## config.mk

```make
export PLATFORM = sky130hd
export DESIGN_NAME = uart_top
export DESIGN_NICKNAME = d
export VERILOG_FILES = /design/src/uart_ctrl_pkg.sv /design/src/uart_data_pkg.sv /design/src/uart_rx.sv /design/src/uart_top.sv /design/src/uart_tx.sv
export VERILOG_INCLUDE_DIRS = /design/src
export SDC_FILE = /design/constraint.sdc
export NUM_CORES = 1
export LEC_CHECK = 0
export BUFFER_PORTS_ARGS = -buffer_cell sky130_fd_sc_hd__buf_4
export CAP_MARGIN = 30
export CORE_UTILIZATION = 52
export CTS_BUF_LIST = sky130_fd_sc_hd__clkbuf_16
export CTS_CLUSTER_DIAMETER = 30
export DETAILED_ROUTE_END_ITERATION = 10
export PLACE_DENSITY_LB_ADDON = 0.08
export SKIP_LAST_GASP = 1
export SLEW_MARGIN = 30
export SYNTH_ARGS = -nofsm -noshare
export SYNTH_HDL_FRONTEND = slang
export SYNTH_SLANG_ARGS = --single-unit
```

## constraint.sdc

```tcl
create_clock -name clk -period 2 [get_ports clk]
set_input_delay 0.2 -clock clk [delete_from_list [all_inputs] [get_ports clk]]
set_output_delay 0.2 -clock clk [all_outputs]
set_load 0.005 [all_outputs]
```

## src/uart_consts.svh

```systemverilog
`ifndef UART_CONSTS_SVH
`define UART_CONSTS_SVH

`define UART_CLK_PER_HALF_BIT 4 // short bit period keeps simulation fast
`define UART_CLK_PER_BIT (`UART_CLK_PER_HALF_BIT * 2)

// frame end in the stop bit, counted from its start
`define UART_CLK_PER_STOP ((`UART_CLK_PER_BIT * 9) / 10 - 1)

`define UART_CNT_W 8 // wide enough for the largest bit period

`endif

```

## src/uart_ctrl_pkg.sv

```systemverilog
package uart_ctrl_pkg;

   // receiver walks the frame one bit period at a time
   typedef enum logic [1:0] {
      rx_idle,
      rx_start,
      rx_data,
      rx_stop
   } rx_state_t;

   // transmitter holds each level for one bit period
   typedef enum logic [1:0] {
      tx_idle,
      tx_start,
      tx_data,
      tx_stop
   } tx_state_t;

endpackage

```

## src/uart_data_pkg.sv

```systemverilog
`include "uart_consts.svh"

package uart_data_pkg;

   // one data byte of an 8N1 frame
   typedef logic [7:0] uart_byte_t;

   // position of a data bit inside the frame, lsb first
   typedef logic [2:0] uart_bit_idx_t;

   // clock cycles inside one bit period
   typedef logic [`UART_CNT_W-1:0] uart_cnt_t;

endpackage

```

## src/uart_rx.sv

```systemverilog
`timescale 1ns/100ps
`include "uart_consts.svh"

module uart_rx (
   input  logic                      clk,
   input  logic                      reset_n,
   input  logic                      rxd,
   output uart_data_pkg::uart_byte_t rdata,
   output logic                      rdata_ready,
   output logic                      ferr
);

   localparam uart_data_pkg::uart_cnt_t half_last =
      uart_data_pkg::uart_cnt_t'(`UART_CLK_PER_HALF_BIT - 1);
   localparam uart_data_pkg::uart_cnt_t bit_last =
      uart_data_pkg::uart_cnt_t'(`UART_CLK_PER_BIT - 1);
   localparam uart_data_pkg::uart_cnt_t stop_last =
      uart_data_pkg::uart_cnt_t'(`UART_CLK_PER_STOP);

   uart_ctrl_pkg::rx_state_t     state;
   uart_data_pkg::uart_cnt_t     counter;
   uart_data_pkg::uart_bit_idx_t bit_idx;
   logic                         rxd_q;
   logic                         start_det;
   logic                         mid_bit;
   logic                         stop_pt;
   logic                         stop_seen;

   // a start bit is a falling edge seen while idle, so a low stop bit is not taken as one
   assign start_det = (state == uart_ctrl_pkg::rx_idle) && rxd_q && !rxd;
   assign mid_bit   = (counter == half_last);
   assign stop_pt   = (counter == stop_last);

   // bit counter is aligned to the bit edges by the start bit
   always_ff @(posedge clk) begin
      if (!reset_n) begin
         counter <= '0;
      end else if (start_det || counter == bit_last) begin
         counter <= '0;
      end else begin
         counter <= counter + 1'b1;
      end
   end

   always_ff @(posedge clk) begin
      if (!reset_n) begin
         state       <= uart_ctrl_pkg::rx_idle;
         bit_idx     <= '0;
         rdata       <= '0;
         rdata_ready <= 1'b0;
         ferr        <= 1'b0;
         rxd_q       <= 1'b1; // line idles high
         stop_seen   <= 1'b0;
      end else begin
         rxd_q       <= rxd;
         rdata_ready <= 1'b0;
         case (state)
            uart_ctrl_pkg::rx_idle: begin
               if (start_det) begin
                  state <= uart_ctrl_pkg::rx_start;
                  ferr  <= 1'b0;
               end
            end
            uart_ctrl_pkg::rx_start: begin
               if (mid_bit) begin
                  state   <= uart_ctrl_pkg::rx_data;
                  bit_idx <= '0;
               end
            end
            uart_ctrl_pkg::rx_data: begin
               if (mid_bit) begin
                  rdata[bit_idx] <= rxd;
                  bit_idx        <= bit_idx + 1'b1;
                  if (bit_idx == 3'd7) begin
                     state <= uart_ctrl_pkg::rx_stop;
                  end
               end
            end
            uart_ctrl_pkg::rx_stop: begin
               // the byte is reported mid stop bit, the frame ends near its close
               if (mid_bit && !stop_seen) begin
                  rdata_ready <= 1'b1;
                  ferr        <= !rxd;
                  stop_seen   <= 1'b1;
               end else if (stop_pt && stop_seen) begin
                  state     <= uart_ctrl_pkg::rx_idle;
                  stop_seen <= 1'b0;
               end
            end
            default: begin
               state <= uart_ctrl_pkg::rx_idle;
            end
         endcase
      end
   end

   a_ready_pulse: assert property (
      @(posedge clk) disable iff (!reset_n)
      rdata_ready |=> !rdata_ready
   );

   // the byte is reported one bit period after the last data sample
   a_ready_in_stop: assert property (
      @(posedge clk) disable iff (!reset_n)
      $rose(rdata_ready) |->
         state == uart_ctrl_pkg::rx_stop &&
         $past(state, `UART_CLK_PER_BIT) == uart_ctrl_pkg::rx_stop &&
         $past(state, `UART_CLK_PER_BIT + 1) == uart_ctrl_pkg::rx_data
   );

endmodule

```

## src/uart_top.sv

```systemverilog
`timescale 1ns/100ps

module uart_top (
   input  logic                      clk,
   input  logic                      reset_n,
   input  logic                      rxd,
   output uart_data_pkg::uart_byte_t rdata,
   output logic                      rdata_ready,
   output logic                      ferr,
   input  uart_data_pkg::uart_byte_t tx_data,
   input  logic                      tx_start,
   output logic                      txd,
   output logic                      tx_busy
);

   // receive and transmit run side by side and share only the clock and reset
   uart_rx i_rx (
      .clk         (clk),
      .reset_n     (reset_n),
      .rxd         (rxd),
      .rdata       (rdata),
      .rdata_ready (rdata_ready),
      .ferr        (ferr)
   );

   uart_tx i_tx (
      .clk      (clk),
      .reset_n  (reset_n),
      .tx_data  (tx_data),
      .tx_start (tx_start),
      .txd      (txd),
      .tx_busy  (tx_busy)
   );

endmodule

```

## src/uart_tx.sv

```systemverilog
`timescale 1ns/100ps
`include "uart_consts.svh"

module uart_tx (
   input  logic                      clk,
   input  logic                      reset_n,
   input  uart_data_pkg::uart_byte_t tx_data,
   input  logic                      tx_start,
   output logic                      txd,
   output logic                      tx_busy
);

   localparam uart_data_pkg::uart_cnt_t bit_last =
      uart_data_pkg::uart_cnt_t'(`UART_CLK_PER_BIT - 1);

   uart_ctrl_pkg::tx_state_t     state;
   uart_data_pkg::uart_cnt_t     counter;
   uart_data_pkg::uart_bit_idx_t bit_idx;
   uart_data_pkg::uart_byte_t    shreg;
   logic                         accept;
   logic                         bit_end;

   assign accept  = (state == uart_ctrl_pkg::tx_idle) && tx_start; // strobes while busy drop here
   assign bit_end = (counter == bit_last);

   // data bits leave from the low end of the shift register
   always_ff @(posedge clk) begin
      if (accept) begin
         shreg <= tx_data;
      end else if (bit_end && state != uart_ctrl_pkg::tx_idle) begin
         shreg <= shreg >> 1;
      end
   end

   always_ff @(posedge clk) begin
      if (!reset_n) begin
         state   <= uart_ctrl_pkg::tx_idle;
         counter <= '0;
         bit_idx <= '0;
         txd     <= 1'b1;
         tx_busy <= 1'b0;
      end else begin
         if (state == uart_ctrl_pkg::tx_idle || bit_end) begin
            counter <= '0;
         end else begin
            counter <= counter + 1'b1;
         end
         case (state)
            uart_ctrl_pkg::tx_idle: begin
               if (accept) begin
                  state   <= uart_ctrl_pkg::tx_start;
                  txd     <= 1'b0;
                  tx_busy <= 1'b1;
               end
            end
            uart_ctrl_pkg::tx_start: begin
               if (bit_end) begin
                  state   <= uart_ctrl_pkg::tx_data;
                  txd     <= shreg[0];
                  bit_idx <= '0;
               end
            end
            uart_ctrl_pkg::tx_data: begin
               if (bit_end) begin
                  bit_idx <= bit_idx + 1'b1;
                  if (bit_idx == 3'd7) begin
                     state <= uart_ctrl_pkg::tx_stop;
                     txd   <= 1'b1;
                  end else begin
                     txd <= shreg[0];
                  end
               end
            end
            uart_ctrl_pkg::tx_stop: begin
               if (bit_end) begin
                  state   <= uart_ctrl_pkg::tx_idle;
                  tx_busy <= 1'b0;
               end
            end
            default: begin
               state <= uart_ctrl_pkg::tx_idle;
            end
         endcase
      end
   end

   a_idle_high: assert property (
      @(posedge clk) disable iff (!reset_n)
      !tx_busy |-> txd
   );

   // busy only ends after a full stop bit
   a_busy_from_stop: assert property (
      @(posedge clk) disable iff (!reset_n)
      $fell(tx_busy) |->
         $past(state) == uart_ctrl_pkg::tx_stop &&
         $past(state, `UART_CLK_PER_BIT) == uart_ctrl_pkg::tx_stop &&
         $past(state, `UART_CLK_PER_BIT + 1) == uart_ctrl_pkg::tx_data
   );

endmodule
```

# --- Word-level counts from Yosys, hierarchy flattened ---
# Cells that the tools add are included.
word_totals:
  elab_cells: 116
  reg_bits: 48
  output_inout_bits: 12
  in_bits: 12
op_classes:
  bitwise_logic: 1
  reduce_logical: 33
  n_eq_ne: 24
  addsub: 4
  muxes: 38
  n_lt_le_gt_ge: 2
ops:
  columns: ["operator", "count"]
  rows:
  - ["== test 8 x 3 -> 1 bit (second input constant)", 3]
  - ["two-way mux 2 bit", 11]
  - ["!= test 2 x 1 -> 1 bit (second input constant)", 11]
  - ["adder 8 x 1 -> 8 bit (second input constant)", 2]
  - ["two-way mux 8 bit", 2]
  - ["one-hot mux 2 bit (4 select lines)", 2]
  - ["nonzero test 2 bit", 7]
  - ["two-way mux 1 bit", 12]
  - ["two-way mux 3 bit", 4]
  - ["one-hot mux 3 bit (2 select lines)", 2]
  - ["AND reduction 3 bit", 4]
  - ["bitwise mux 8 bit", 1]
  - ["== test 2 bit (second input constant)", 4]
  - ["== test 8 x 2 -> 1 bit (second input constant)", 1]
  - ["logical AND 1 bit", 7]
  - ["adder 3 x 1 -> 3 bit (second input constant)", 2]
  - ["== test 3 bit (second input constant)", 2]
  - ["AND reduction 2 bit", 3]
  - ["AND reduction 6 bit", 1]
  - ["AND reduction 5 bit", 1]
  - ["== test 2 x 1 -> 1 bit (second input constant)", 2]
  - ["logical NOT 2 bit", 2]
  - ["< comparator 3 x 4 -> 1 bit (second input constant)", 1]
  - ["one-hot mux 1 bit (2 select lines)", 2]
  - ["other kinds (10)", 13]

# --- Longest topological paths before layout ---
# Gate-level depths: netlist (run 1).
logic_depth:
  depth_word: 5
  mapped_depth: 7
  depth_no_buf: 6

# --- Hierarchy ---
# A second synthesis (run 1) with hierarchy kept.
unflattened:
  hier_cells: 228
  hier_area_um2: 2329.7
by_module_without_submodules:
  columns: ["module", "n_inst", "area_per_inst_um2", "cells_per_inst", "seq_area_each_um2"]
  rows:
  - ["uart_rx", 1, 1206.2, 123, 500.5]
  - ["uart_tx", 1, 1123.6, 105, 540.5]

# --- Least setup slack after synthesis (run 1) ---
# OpenSTA, ideal clock, no wires.
synth_timing:
  path_kind: "register -> register"
  startpoint: "reg i_tx.counter[0]"
  endpoint: "reg i_tx.shreg[0], enable pin"
  arrival_time_ps: 1498
  required_time_ps: 1616
  path_buffers: 0
  setup_slack_ps: 118
  synth_period_minus_slack_ps: 1882
  setup_time_ps: 384
  stages_incl_launch_ff: 5
  cell_sequence: "dfxtp_1 > ha_1 > and4bb_2 > nand2_1 > o21ai_0"
synth_between:
  elab_chain_cells: 3
synth_lines:
  columns: ["item", "line", "source"]
  rows:
  - ["from (decl)", "uart_tx.sv:17", "uart_data_pkg::uart_cnt_t counter;"]
  - ["from (signal assigned)", "uart_tx.sv:46", "counter <= counter + 1'b1;"]
  - ["== test 8 x 3 -> 1 bit", "uart_tx.sv:24", "assign bit_end = (counter == bit_last);"]
  - ["logical AND 1 bit", "uart_tx.sv:30", "end else if (bit_end && state != uart_ctrl_pkg::tx_idle) begin"]
  - ["nonzero test 2 bit (no line)", null, null]
  - ["to (signal assigned)", "uart_tx.sv:29", "shreg <= tx_data;"]
  - ["to (signal assigned)", "uart_tx.sv:31", "shreg <= shreg >> 1;"]
  - ["to (decl)", "uart_tx.sv:19", "uart_data_pkg::uart_byte_t shreg;"]
# Every way passes these cells.
# A chain may end at the register's enable or synchronous reset.

# --- Final worst setup path (run 1) ---
layout_timing:
  startpoint: "reg i_rx.counter[0]"
  endpoint: "reg i_rx.rdata[7]"
layout_between:
  elab_chain_cells: 2
layout_lines:
  columns: ["item", "line", "source"]
  rows:
  - ["from (decl)", "uart_rx.sv:21", "uart_data_pkg::uart_cnt_t counter;"]
  - ["from (signal assigned)", "uart_rx.sv:41", "counter <= counter + 1'b1;"]
  - ["== test 8 x 2 -> 1 bit", "uart_rx.sv:31", "assign mid_bit = (counter == half_last);"]
  - ["AND reduction 2 bit (no line)", null, null]
  - ["to (signal, indexed assignment)", "uart_rx.sv:72", "rdata[bit_idx] <= rxd;"]
  - ["to (decl)", "uart_rx.sv:8", "output uart_data_pkg::uart_byte_t rdata,"]
# Every way passes these cells.

==> qor.yml, run 1 <==
die:
  rows: 24
  io_pins: 24
  die_area_mm2: 0.004839
  die_w_um: 69.56
  core_area_mm2: 0.004384
  start_util: 0.5414
  die_h_um: 69.56
critical_path:
  worstSetupEndpointType: "flop"
  arrival_ns: 2.02
  critPathRequiredTime_ns: 2.17
  cp_max_fo: 6
  crit_type: "reg2reg"
  startpoint_type: "flop"
finish:
  final_nets: 297
  fin_util: 0.6421
  diodes: 0
  drive_gt1_frac: 0.1896
  area_delta_synth_final_pct: 18.61
  fin_area_mm2: 0.002815
sta:
  fmax_mhz: 541.9
  slew_headroom: 0.7281
  worstMarginPinSlew_ns: 0.4047
  period_needed_ns: 1.846
  period_share: 0.9228
  setup_viol: 0
  slew_violations: 0
  holdWs_ns: 0.1604
  tns_ns: 0
  rsz0062_at_grt: "false"
  final_hold_viol_count: 0
  finClkSkew_ns: 0.006231
routing:
  firstDrtPassIters: 4
  totalWireLength_um: 4090
  wire_per_inst_um: 12.74
  drcViolationCount: 0
  viasPerCell: 5.436
  vias: 1745
  drt_iter0_markers: 125
  drtAntennaViolNets: 0
yosys:
  synth_top_cell_area_share: 0.3374
  synth.avg_cell_area_um2: 9.808
  ys_seq_area_frac: 0.4386
  ys_seq_elements: 48
  syn_nets: 271
  synth-warning-count: 0
  syn_area_mm2: 0.002374
  ys_types: 45
  yosys.area.top_type: "dfxtp_1"
  synthTopCellsByArea: "dfxtp_1 (34%), edfxtp_1 (10%), ha_1 (9.0%)"
  syn_inst: 242
clocking:
  cts_tree: "built"
  holdBufCountCts: 0
  cts_setup_buffers: 0
  clk_pin_slew_ns: 0.07
  cts_root_buffer: "clkbuf_16"
  clock_path_buffers: 2
  clock_latency_ns: 0.29
  cts_sinks: 48
  cts.repair.resized: 0
  cts_buffers: 5
  htree_num_levels: 2
power:
  powerDensity_mw_per_mm2: 1125
  ir_drop_uv: 454.2
  leakagePower_uw: 0.001169
placed_design:
  placed_area_mm2: 0.002610
  globalplace.congestion: 0.7225
  hpwl_um: 2948
  port_buffers: 23
grt:
  track_usage: 0.1884
  grt_pass1_wl_um: 7210
  globalRouteOverflowTotal: 0
  grt_max_degree: 19
  first_global_vias: 1656
  antenna_found_initial: 0
min_path:
  hold_class: "in2reg"
run_status:
  status: "finished clean"
run:
  drv_cap: 0
[final cells by class]
cell class,count,area [um2]
Sequential cell,48,1041
Tap cell,52,65.06
Clock inverter,1,30.03
Inverter,11,41.29
Multi-Input combinational cell,175,1260
Clock buffer,7,175.2
Fill cell,375,1569
Timing Repair Buffer,27,202.7
[registers in the layout, summed over array words and instances (netlist names)]
register,cells
i_tx.shreg,8
i_rx.counter,8
i_rx.bit_idx,3
i_rx.stop_seen,1
i_tx.counter,8
i_tx.state,2
i_rx.state,2
i_tx.bit_idx,3
i_rx.ferr,1
i_tx.txd,1
i_tx.tx_busy,1
i_rx.rdata_ready,1
i_rx.rxd_q,1
i_rx.rdata,8
[placed cells by master, fill, tap and decap left out, drive strengths merged, types with 3 or more instances in the layout]
| master | n |
|---|---|
| edfxtp | 8 |
| and3 | 6 |
| dfxtp | 40 |
| nand3b | 3 |
| or4 | 3 |
| a21oi | 14 |
| nand2 | 6 |
| nand2b | 4 |
| nand4b | 3 |
| nand3 | 13 |
| nor4 | 3 |
| clkbuf | 7 |
| mux2i | 10 |
| xor2 | 8 |
| inv | 10 |
| ha | 17 |
| xnor2 | 4 |
| nand4 | 10 |
| nor2 | 30 |
| mux2 | 7 |
| nor3 | 5 |
| buf | 27 |
| o21ai | 9 |
[cells in the mapped netlist (all sizes together)]
cell type,count
a2111oi,1
a211oi,1
a21o,2
a21oi,14
a311oi,1
a31oi,1
and2,1
and3,6
and3b,2
and4bb,1
buf,2
clkbuf,6
clkinv,1
dfxtp,40
edfxtp,8
ha,17
inv,10
mux2,7
mux2i,10
nand2,6
nand2b,4
nand3,13
nand3b,3
nand4,10
nand4b,3
nor2,30
nor2b,2
nor3,5
nor3b,2
nor4,3
o21a,2
o21ai,9
o31a,1
o31ai,1
or3,1
or3b,1
or4,3
xnor2,4
xor2,8
[cell families after synthesis]
kind of cell	Yosys count	synth area share
fa+ha+maj	17	0.08961
mux	17	0.07539
flops	48	0.4386
buf+inv	19	0.03057
xor+xnor	12	0.04428
compound gates	33	0.09067
simple gates	96	0.2309
[routing by layer]
metal  GRT usage  share of wire  vias up
met2      0.2923           0.44       23
li1            -              -      917
met4     0.08163          0.018        0
met3     0.04797          0.033        7
met1      0.2484           0.51      798
met5           0              0        -
[power breakdown]
group | switching (uW) | total, uW | internal (uW)
clock network | 351 | 1090 | 741
registers | 70.4 | 1210 | 1140
logic | 494 | 865 | 371
total | 916 | 3170 | 2250
[worst max-delay path: stages (launching register included)]
cell	delay [ns]
dfxtp_1	0.36
ha_1	0.27
or3b_2	0.51
nor4_1	0.32
mux2i_1	0.22
nor2_1	0.05
[path summary, 6_finish.rpt]
check                  startpoint              end  slack, ns  depth (start not counted)
setup / recovery  i_rx.counter[0]    i_rx.rdata[7]       0.15                          5
hold / removal            reset_n       i_rx.rxd_q       0.16                          2
setup reg to reg  i_rx.counter[0]    i_rx.rdata[7]       0.15                          5
hold reg to reg   i_tx.counter[0]  i_tx.counter[0]       0.45                          1
[stage by stage]
step | std cells | power, uW | setup slack, ns
5_1_grt | 321 | 3354 | 0.005654
6_report | 321 | 3168 | 0.1545
3_3_place_gp | 313 | 2078 | 0.1940
2_1_floorplan | 242 | 1885 | 0.1182
4_1_cts | 321 | 3193 | 0.1367
3_5_place_dp | 313 | 2095 | 0.1379
No activity file was read; power rests on OpenSTA's default activity.
==> run 2: changes to the inputs <==
REMOVE_ABC_BUFFERS = 1   (was unset)
==> run 2 against run 1 <==
Net effect: first-iteration DRC count shrank 14%; sequential share of layout area about the same; final area about the same; combinational power up 1%; non-clock buffer count up 2; via count grew 1.8%.
==> qor.yml, run 2 (synthesis results as in run 1) <==
grt:
  grt_max_degree: 19  # unchanged
  first_global_vias: 1699  # +2.6%
  antenna_found_initial: 0  # unchanged
  grt_pass1_wl_um: 7534  # +4.5%
  globalRouteOverflowTotal: 0  # unchanged
  track_usage: 0.1938  # +0.005434
clocking:
  clock_latency_ns: 0.28  # about the same
  clk_pin_slew_ns: 0.06  # about the same
  cts_buffers: 5  # unchanged
  cts_tree: "built"
  clock_path_buffers: 2  # unchanged
  cts_sinks: 48  # unchanged
  cts_root_buffer: "clkbuf_16"
  htree_num_levels: 2  # unchanged
  cts_setup_buffers: 0  # unchanged
sta:
  tns_ns: 0  # unchanged
  final_hold_viol_count: 0  # unchanged
  period_needed_ns: 1.842  # -0.003144 ns
  slew_headroom: 0.7214  # -0.006674
  fmax_mhz: 542.8  # +0.17%
  rsz0062_at_grt: "false"
  setup_viol: 0  # unchanged
  worstMarginPinSlew_ns: 0.4146  # +0.009934 ns
  slew_violations: 0  # unchanged
  finClkSkew_ns: 0.004274  # -0.001956 ns
  period_share: 0.9212  # -0.001572
finish:
  num-fill-cells: 376  # +0.27%
  fin_area_mm2: 0.002816  # about the same
  final_common_cell: "dfxtp_1"
  diodes: 0  # unchanged
  instances_no_fill: 323  # +0.62%
  area_delta_synth_final_pct: 18.66  # about the same
  final_nets: 299  # +0.67%
  fin_util: 0.6424  # about the same
  final_cell_mix: "dfxtp_1 (40), nor2_1 (30), buf_4 (29)"
  drive_gt1_frac: 0.1956  # +0.005981
placed_design:
  hpwl_um: 2939  # -0.28%
  port_buffers: 23  # unchanged
  dp.cells: 315  # +0.64%
  globalplace.congestion: 0.8183  # +13%
  placed_area_mm2: 0.002625  # +0.58%
routing:
  drtAntennaViolNets: 0  # unchanged
  totalWireLength_um: 4145  # +1.3%
  firstDrtPassIters: 4  # unchanged
  drt_iter0_markers: 107  # -14%
  viasPerCell: 5.498  # +1.1%
  wire_per_inst_um: 12.83  # +0.72%
  drcViolationCount: 0  # unchanged
  vias: 1776  # +1.8%
run_status:
  status: "finished clean"
critical_path:
  critPathMaxStageDelay_ns: 0.57  # +0.06 ns
  critPathRequiredTime_ns: 2.21  # +0.04 ns
  worstSetupEndpointType: "flop"
  cp_max_fo: 5  # -1
  rr_worst_depth: 4  # -1
  r2r_start: "i_rx.counter[5]"
  cpMaxStageDelayCell: "or4_4"
  crit_type: "reg2reg"
  reg2reg_slack_ns: 0.16  # about the same
  reg2reg_to: "i_rx.state[1]"
  arrival_ns: 2.06  # +0.04 ns
  path_cells: "or4_4 -> o31a_1 -> a2111oi_4 -> mux2i_1"
  startpoint_type: "flop"
die:
  die_area_mm2: 0.004839  # unchanged
  core_area_mm2: 0.004384  # unchanged
  die_w_um: 69.56  # unchanged
  start_util: 0.5414  # unchanged
  io_pins: 24  # unchanged
  rows: 24  # unchanged
  die_h_um: 69.56  # unchanged
min_path:
  whs_endpoint: "i_tx.txd"
  min-delay-start: "reset_n"
  hold_depth: 2  # unchanged
  hold_class: "in2reg"
power:
  leakagePower_uw: 0.001172  # +0.25%
  ir_drop_uv: 541.2  # +19%
  powerDensity_mw_per_mm2: 1113  # -1.1%
run:
  drv_cap: 0  # unchanged
[run 2: cell count changes in the layout (fill, tap and decap cells not counted)]
cell,before,now
ha_2,0,1
inv_1,10,11
buf_4,27,29
ha_1,17,16
clkbuf_16,7,5
bufinv_16,1,2
[run 2: stage by stage]
step	total power, uW	setup WS (ns)	hold slack (ns)
2_1_floorplan	1875	0.1182	0.2718
3_3_place_gp	2094	0.2023	0.4249
3_5_place_dp	2108	0.1620	0.4405
4_1_cts	3167	0.1547	0.1598
5_1_grt	3352	0.03778	0.1706
6_report	3134	0.1576	0.1638
[run 2: cell type report]
class	count	area [um2]	area share
clock buffers	5	125.1	0.04442
clock inverters	3	63.81	0.02266
inverters	11	41.29	0.01466
multi-input cells	175	1262	0.4482
flip-flops and latches	48	1041	0.3696
well taps	52	65.06	0.02310
repair buffers	29	217.7	0.07730
[run 2: timing repair]
action                                  4_1_cts  5_1_grt
resized for setup                             0        1
endpoints found under the setup margin        0        1
hold buffers                                  0        0
[run 2: worst max path at each step]
stage                         end  slack [ns]             from  cells after the start
global route        i_rx.rdata[7]        0.04  i_rx.counter[0]                      5
global placement    i_rx.rdata[7]        0.20  i_rx.counter[0]                      5
floorplan           i_tx.shreg[0]        0.12  i_tx.counter[0]                      4
CTS                 i_rx.rdata[3]        0.15  i_rx.counter[0]                      5
finish              i_rx.state[1]        0.16  i_rx.counter[5]                      4
detailed placement  i_rx.rdata[3]        0.16  i_rx.counter[0]                      5
[run 2: worst max-delay path, delay by kind of cell (launching register included)]
kind            cells  cell delay [ns]
compound gates      2             0.60
flops               1             0.38
simple gates        1             0.57
mux                 1             0.22
[run 2: layer usage]
layer / up-vias / share of wire / GRT usage
met5: - / 0 / 0
met4: 0 / 0.018 / 0.09297
met3: 8 / 0.041 / 0.03488
met2: 38 / 0.47 / 0.3161
met1: 812 / 0.47 / 0.2472
li1: 918 / - / -
[run 2: report_power, final]
part	leakage, uW	switching [uW]	internal, uW
clock	0.0000952	341	711
sequential	0.000401	67.1	1140
combinational	0.000676	490	386
==> run 3: changes to the inputs <==
CORE_MARGIN = 2   (was unset)
TNS_END_PERCENT = 100   (was unset)
==> run 3 against run 2 <==
Net effect: total power decreased by 7.2%; sequential power about the same; via count shrank 1.6%; critical path depth stayed put; die area grew 5.8%; routed wire length is 1.7% higher; critical path type unchanged.
==> qor.yml, run 3 (synthesis results as in run 1) <==
clocking:
  cts_root_buffer: "clkbuf_16"
  clock_latency_ns: 0.28  # about the same
  clock_path_buffers: 2  # unchanged
  cts_sinks: 48  # unchanged
  cts_tree: "built"
  cts_setup_buffers: 0  # unchanged
  cts.repair.resized: 0  # unchanged
  htree_num_levels: 2  # unchanged
  clk_pin_slew_ns: 0.06  # about the same
  cts_buffers: 5  # unchanged
  holdBufCountCts: 0  # unchanged
critical_path:
  worstSetupEndpointType: "flop"
  path_cells: "or4_4 -> o31a_1 -> a2111oi_4 -> mux2i_1"
  critPathMaxStageDelay_ns: 0.57  # about the same
  worst-path-stages: 4  # unchanged
  rr_worst_depth: 4  # unchanged
  critPathRequiredTime_ns: 2.21  # about the same
  startpoint_type: "flop"
  arrival_ns: 2.05  # about the same
  cpMaxStageDelayCell: "or4_4"
  crit_type: "reg2reg"
  crit_family: "compound AO/OA/AOI/OAI gates"
  cp_max_fo: 5  # unchanged
  crit_buf_inv: 0  # unchanged
die:
  rows: 24  # unchanged
  start_util: 0.5414  # unchanged
  die_area_mm2: 0.005121  # +5.8%
  core_area_mm2: 0.004384  # unchanged
  die_h_um: 71.56  # +2.9%
  io_pins: 24  # unchanged
  die_w_um: 71.56  # +2.9%
min_path:
  hold_class: "in2reg"
  hold_depth: 2  # unchanged
routing:
  drt_iter0_markers: 92  # -14%
  drcViolationCount: 0  # unchanged
  maxUsedRoutingLayer: "met4"
  wl_met2_um: 1964  # +1.4%
  firstDrtPassIters: 4  # unchanged
  drtAntennaViolNets: 0  # unchanged
  viasPerCell: 5.392  # -1.9%
  wire_per_inst_um: 13.01  # +1.4%
  vias: 1747  # -1.6%
  wl_met3_um: 128  # -24%
  drt-met1-wl_um: 2091  # +6.5%
  totalWireLength_um: 4215  # +1.7%
sta:
  slew_violations: 0  # unchanged
  rsz0062_at_grt: "false"
  slew_headroom: 0.7525  # +0.03100
  holdWs_ns: 0.1659  # +0.002090 ns
  worstMarginPinSlew_ns: 0.3685  # -0.04615 ns
  period_share: 0.9182  # -0.002947
  finClkSkew_ns: 0.003820  # -0.0004547 ns
  final_hold_viol_count: 0  # unchanged
  tns_ns: 0  # unchanged
  fmax_mhz: 544.5  # +0.32%
  setup_viol: 0  # unchanged
  period_needed_ns: 1.836  # -0.005894 ns
grt:
  antenna_found_initial: 0  # unchanged
  grt_max_degree: 19  # unchanged
  track_usage: 0.1747  # -0.01910
  globalRouteOverflowTotal: 0  # unchanged
  grt_pass1_wl_um: 7196  # -4.5%
  first_global_vias: 1588  # -6.5%
power:
  p_int_uw: 1987  # -11%
  leakagePower_uw: 0.001156  # -1.3%
  ir_drop_uv: 532.1  # -1.7%
  powerDensity_mw_per_mm2: 1048  # -5.8%
  comb_power_share: 0.305  # +0.026
  switching_share: 0.3169  # +0.03047
  switchingPower_uw: 921.8  # +2.7%
  power_uw: 2909  # -7.2%
  power.share.clock: 0.278  # -0.058
  seq_power_share: 0.417  # +0.032
finish:
  num-fill-cells: 392  # +4.3%
  final-seq-area_mm2: 0.001041  # unchanged
  fin_area_mm2: 0.002775  # -1.5%
  instances_no_fill: 324  # +0.31%
  final_cell_mix: "dfxtp_1 (40), nor2_1 (30), buf_4 (30)"
  area_delta_synth_final_pct: 16.92
  diodes: 0  # unchanged
  final_nets: 300  # +0.33%
  multiInputGateArea_mm2: 0.001260  # -0.20%
  drive_gt1_frac: 0.1949  # -0.0007190
  final_common_cell: "dfxtp_1"
placed_design:
  port_buffers: 23  # unchanged
  dp.cells: 316  # +0.32%
  placed_area_mm2: 0.002633  # +0.29%
  hpwl_um: 2981  # +1.4%
  globalplace.congestion: 0.8036  # -1.8%
run_status:
  status: "finished clean"
run:
  drv_cap: 0  # unchanged
run 3: cell count changes in the layout (fill, tap and decap cells not counted), sizes merged:
cell	before	now
bufinv	2	0
buf	29	30
clkinv	1	3
run 3: cell type report:
class | instances | area share
multi-input cells | 175 | 0.4540
flip-flops and latches | 48 | 0.3751
repair buffers | 30 | 0.08115
clock buffers | 5 | 0.04509
well taps | 52 | 0.02344
inverters | 11 | 0.01488
clock inverters | 3 | 0.006312
run 3: through the flow:
step                  util  setup slack (ns)
floorplan                -            0.1182
finish              0.6330            0.1635
global route        0.6330            0.1055
detailed placement  0.6005            0.1926
CTS                 0.6330            0.1709
global placement    0.6005            0.2374
run 3: path summary, 6_finish.rpt:
| kind | start | end | slack [ns] |
|---|---|---|---|
| worst max-delay path | i_rx.counter[5] | i_rx.state[0] | 0.16 |
| worst min-delay path | reset_n | i_rx.rxd_q | 0.17 |
| worst min register to register | i_tx.counter[0] | i_tx.counter[0] | 0.44 |
| worst max register to register | i_rx.counter[5] | i_rx.state[0] | 0.16 |
run 3: per-layer routing:
layer  vias up  global-route usage
met2        20              0.2829
met4         0             0.03774
met1       795              0.2361
met3         5             0.04641
met5         -                   0
li1        927                   -
run 3: power by group through the flow:
stage / sequential, uW / combinational [uW] / clock (uW)
detailed placement: 1230 / 878 / 0
global route: 1230 / 1000 / 872
finish: 1210 / 886 / 809
global placement: 1230 / 872 / 0
floorplan: 1220 / 659 / 0
CTS: 1210 / 888 / 829
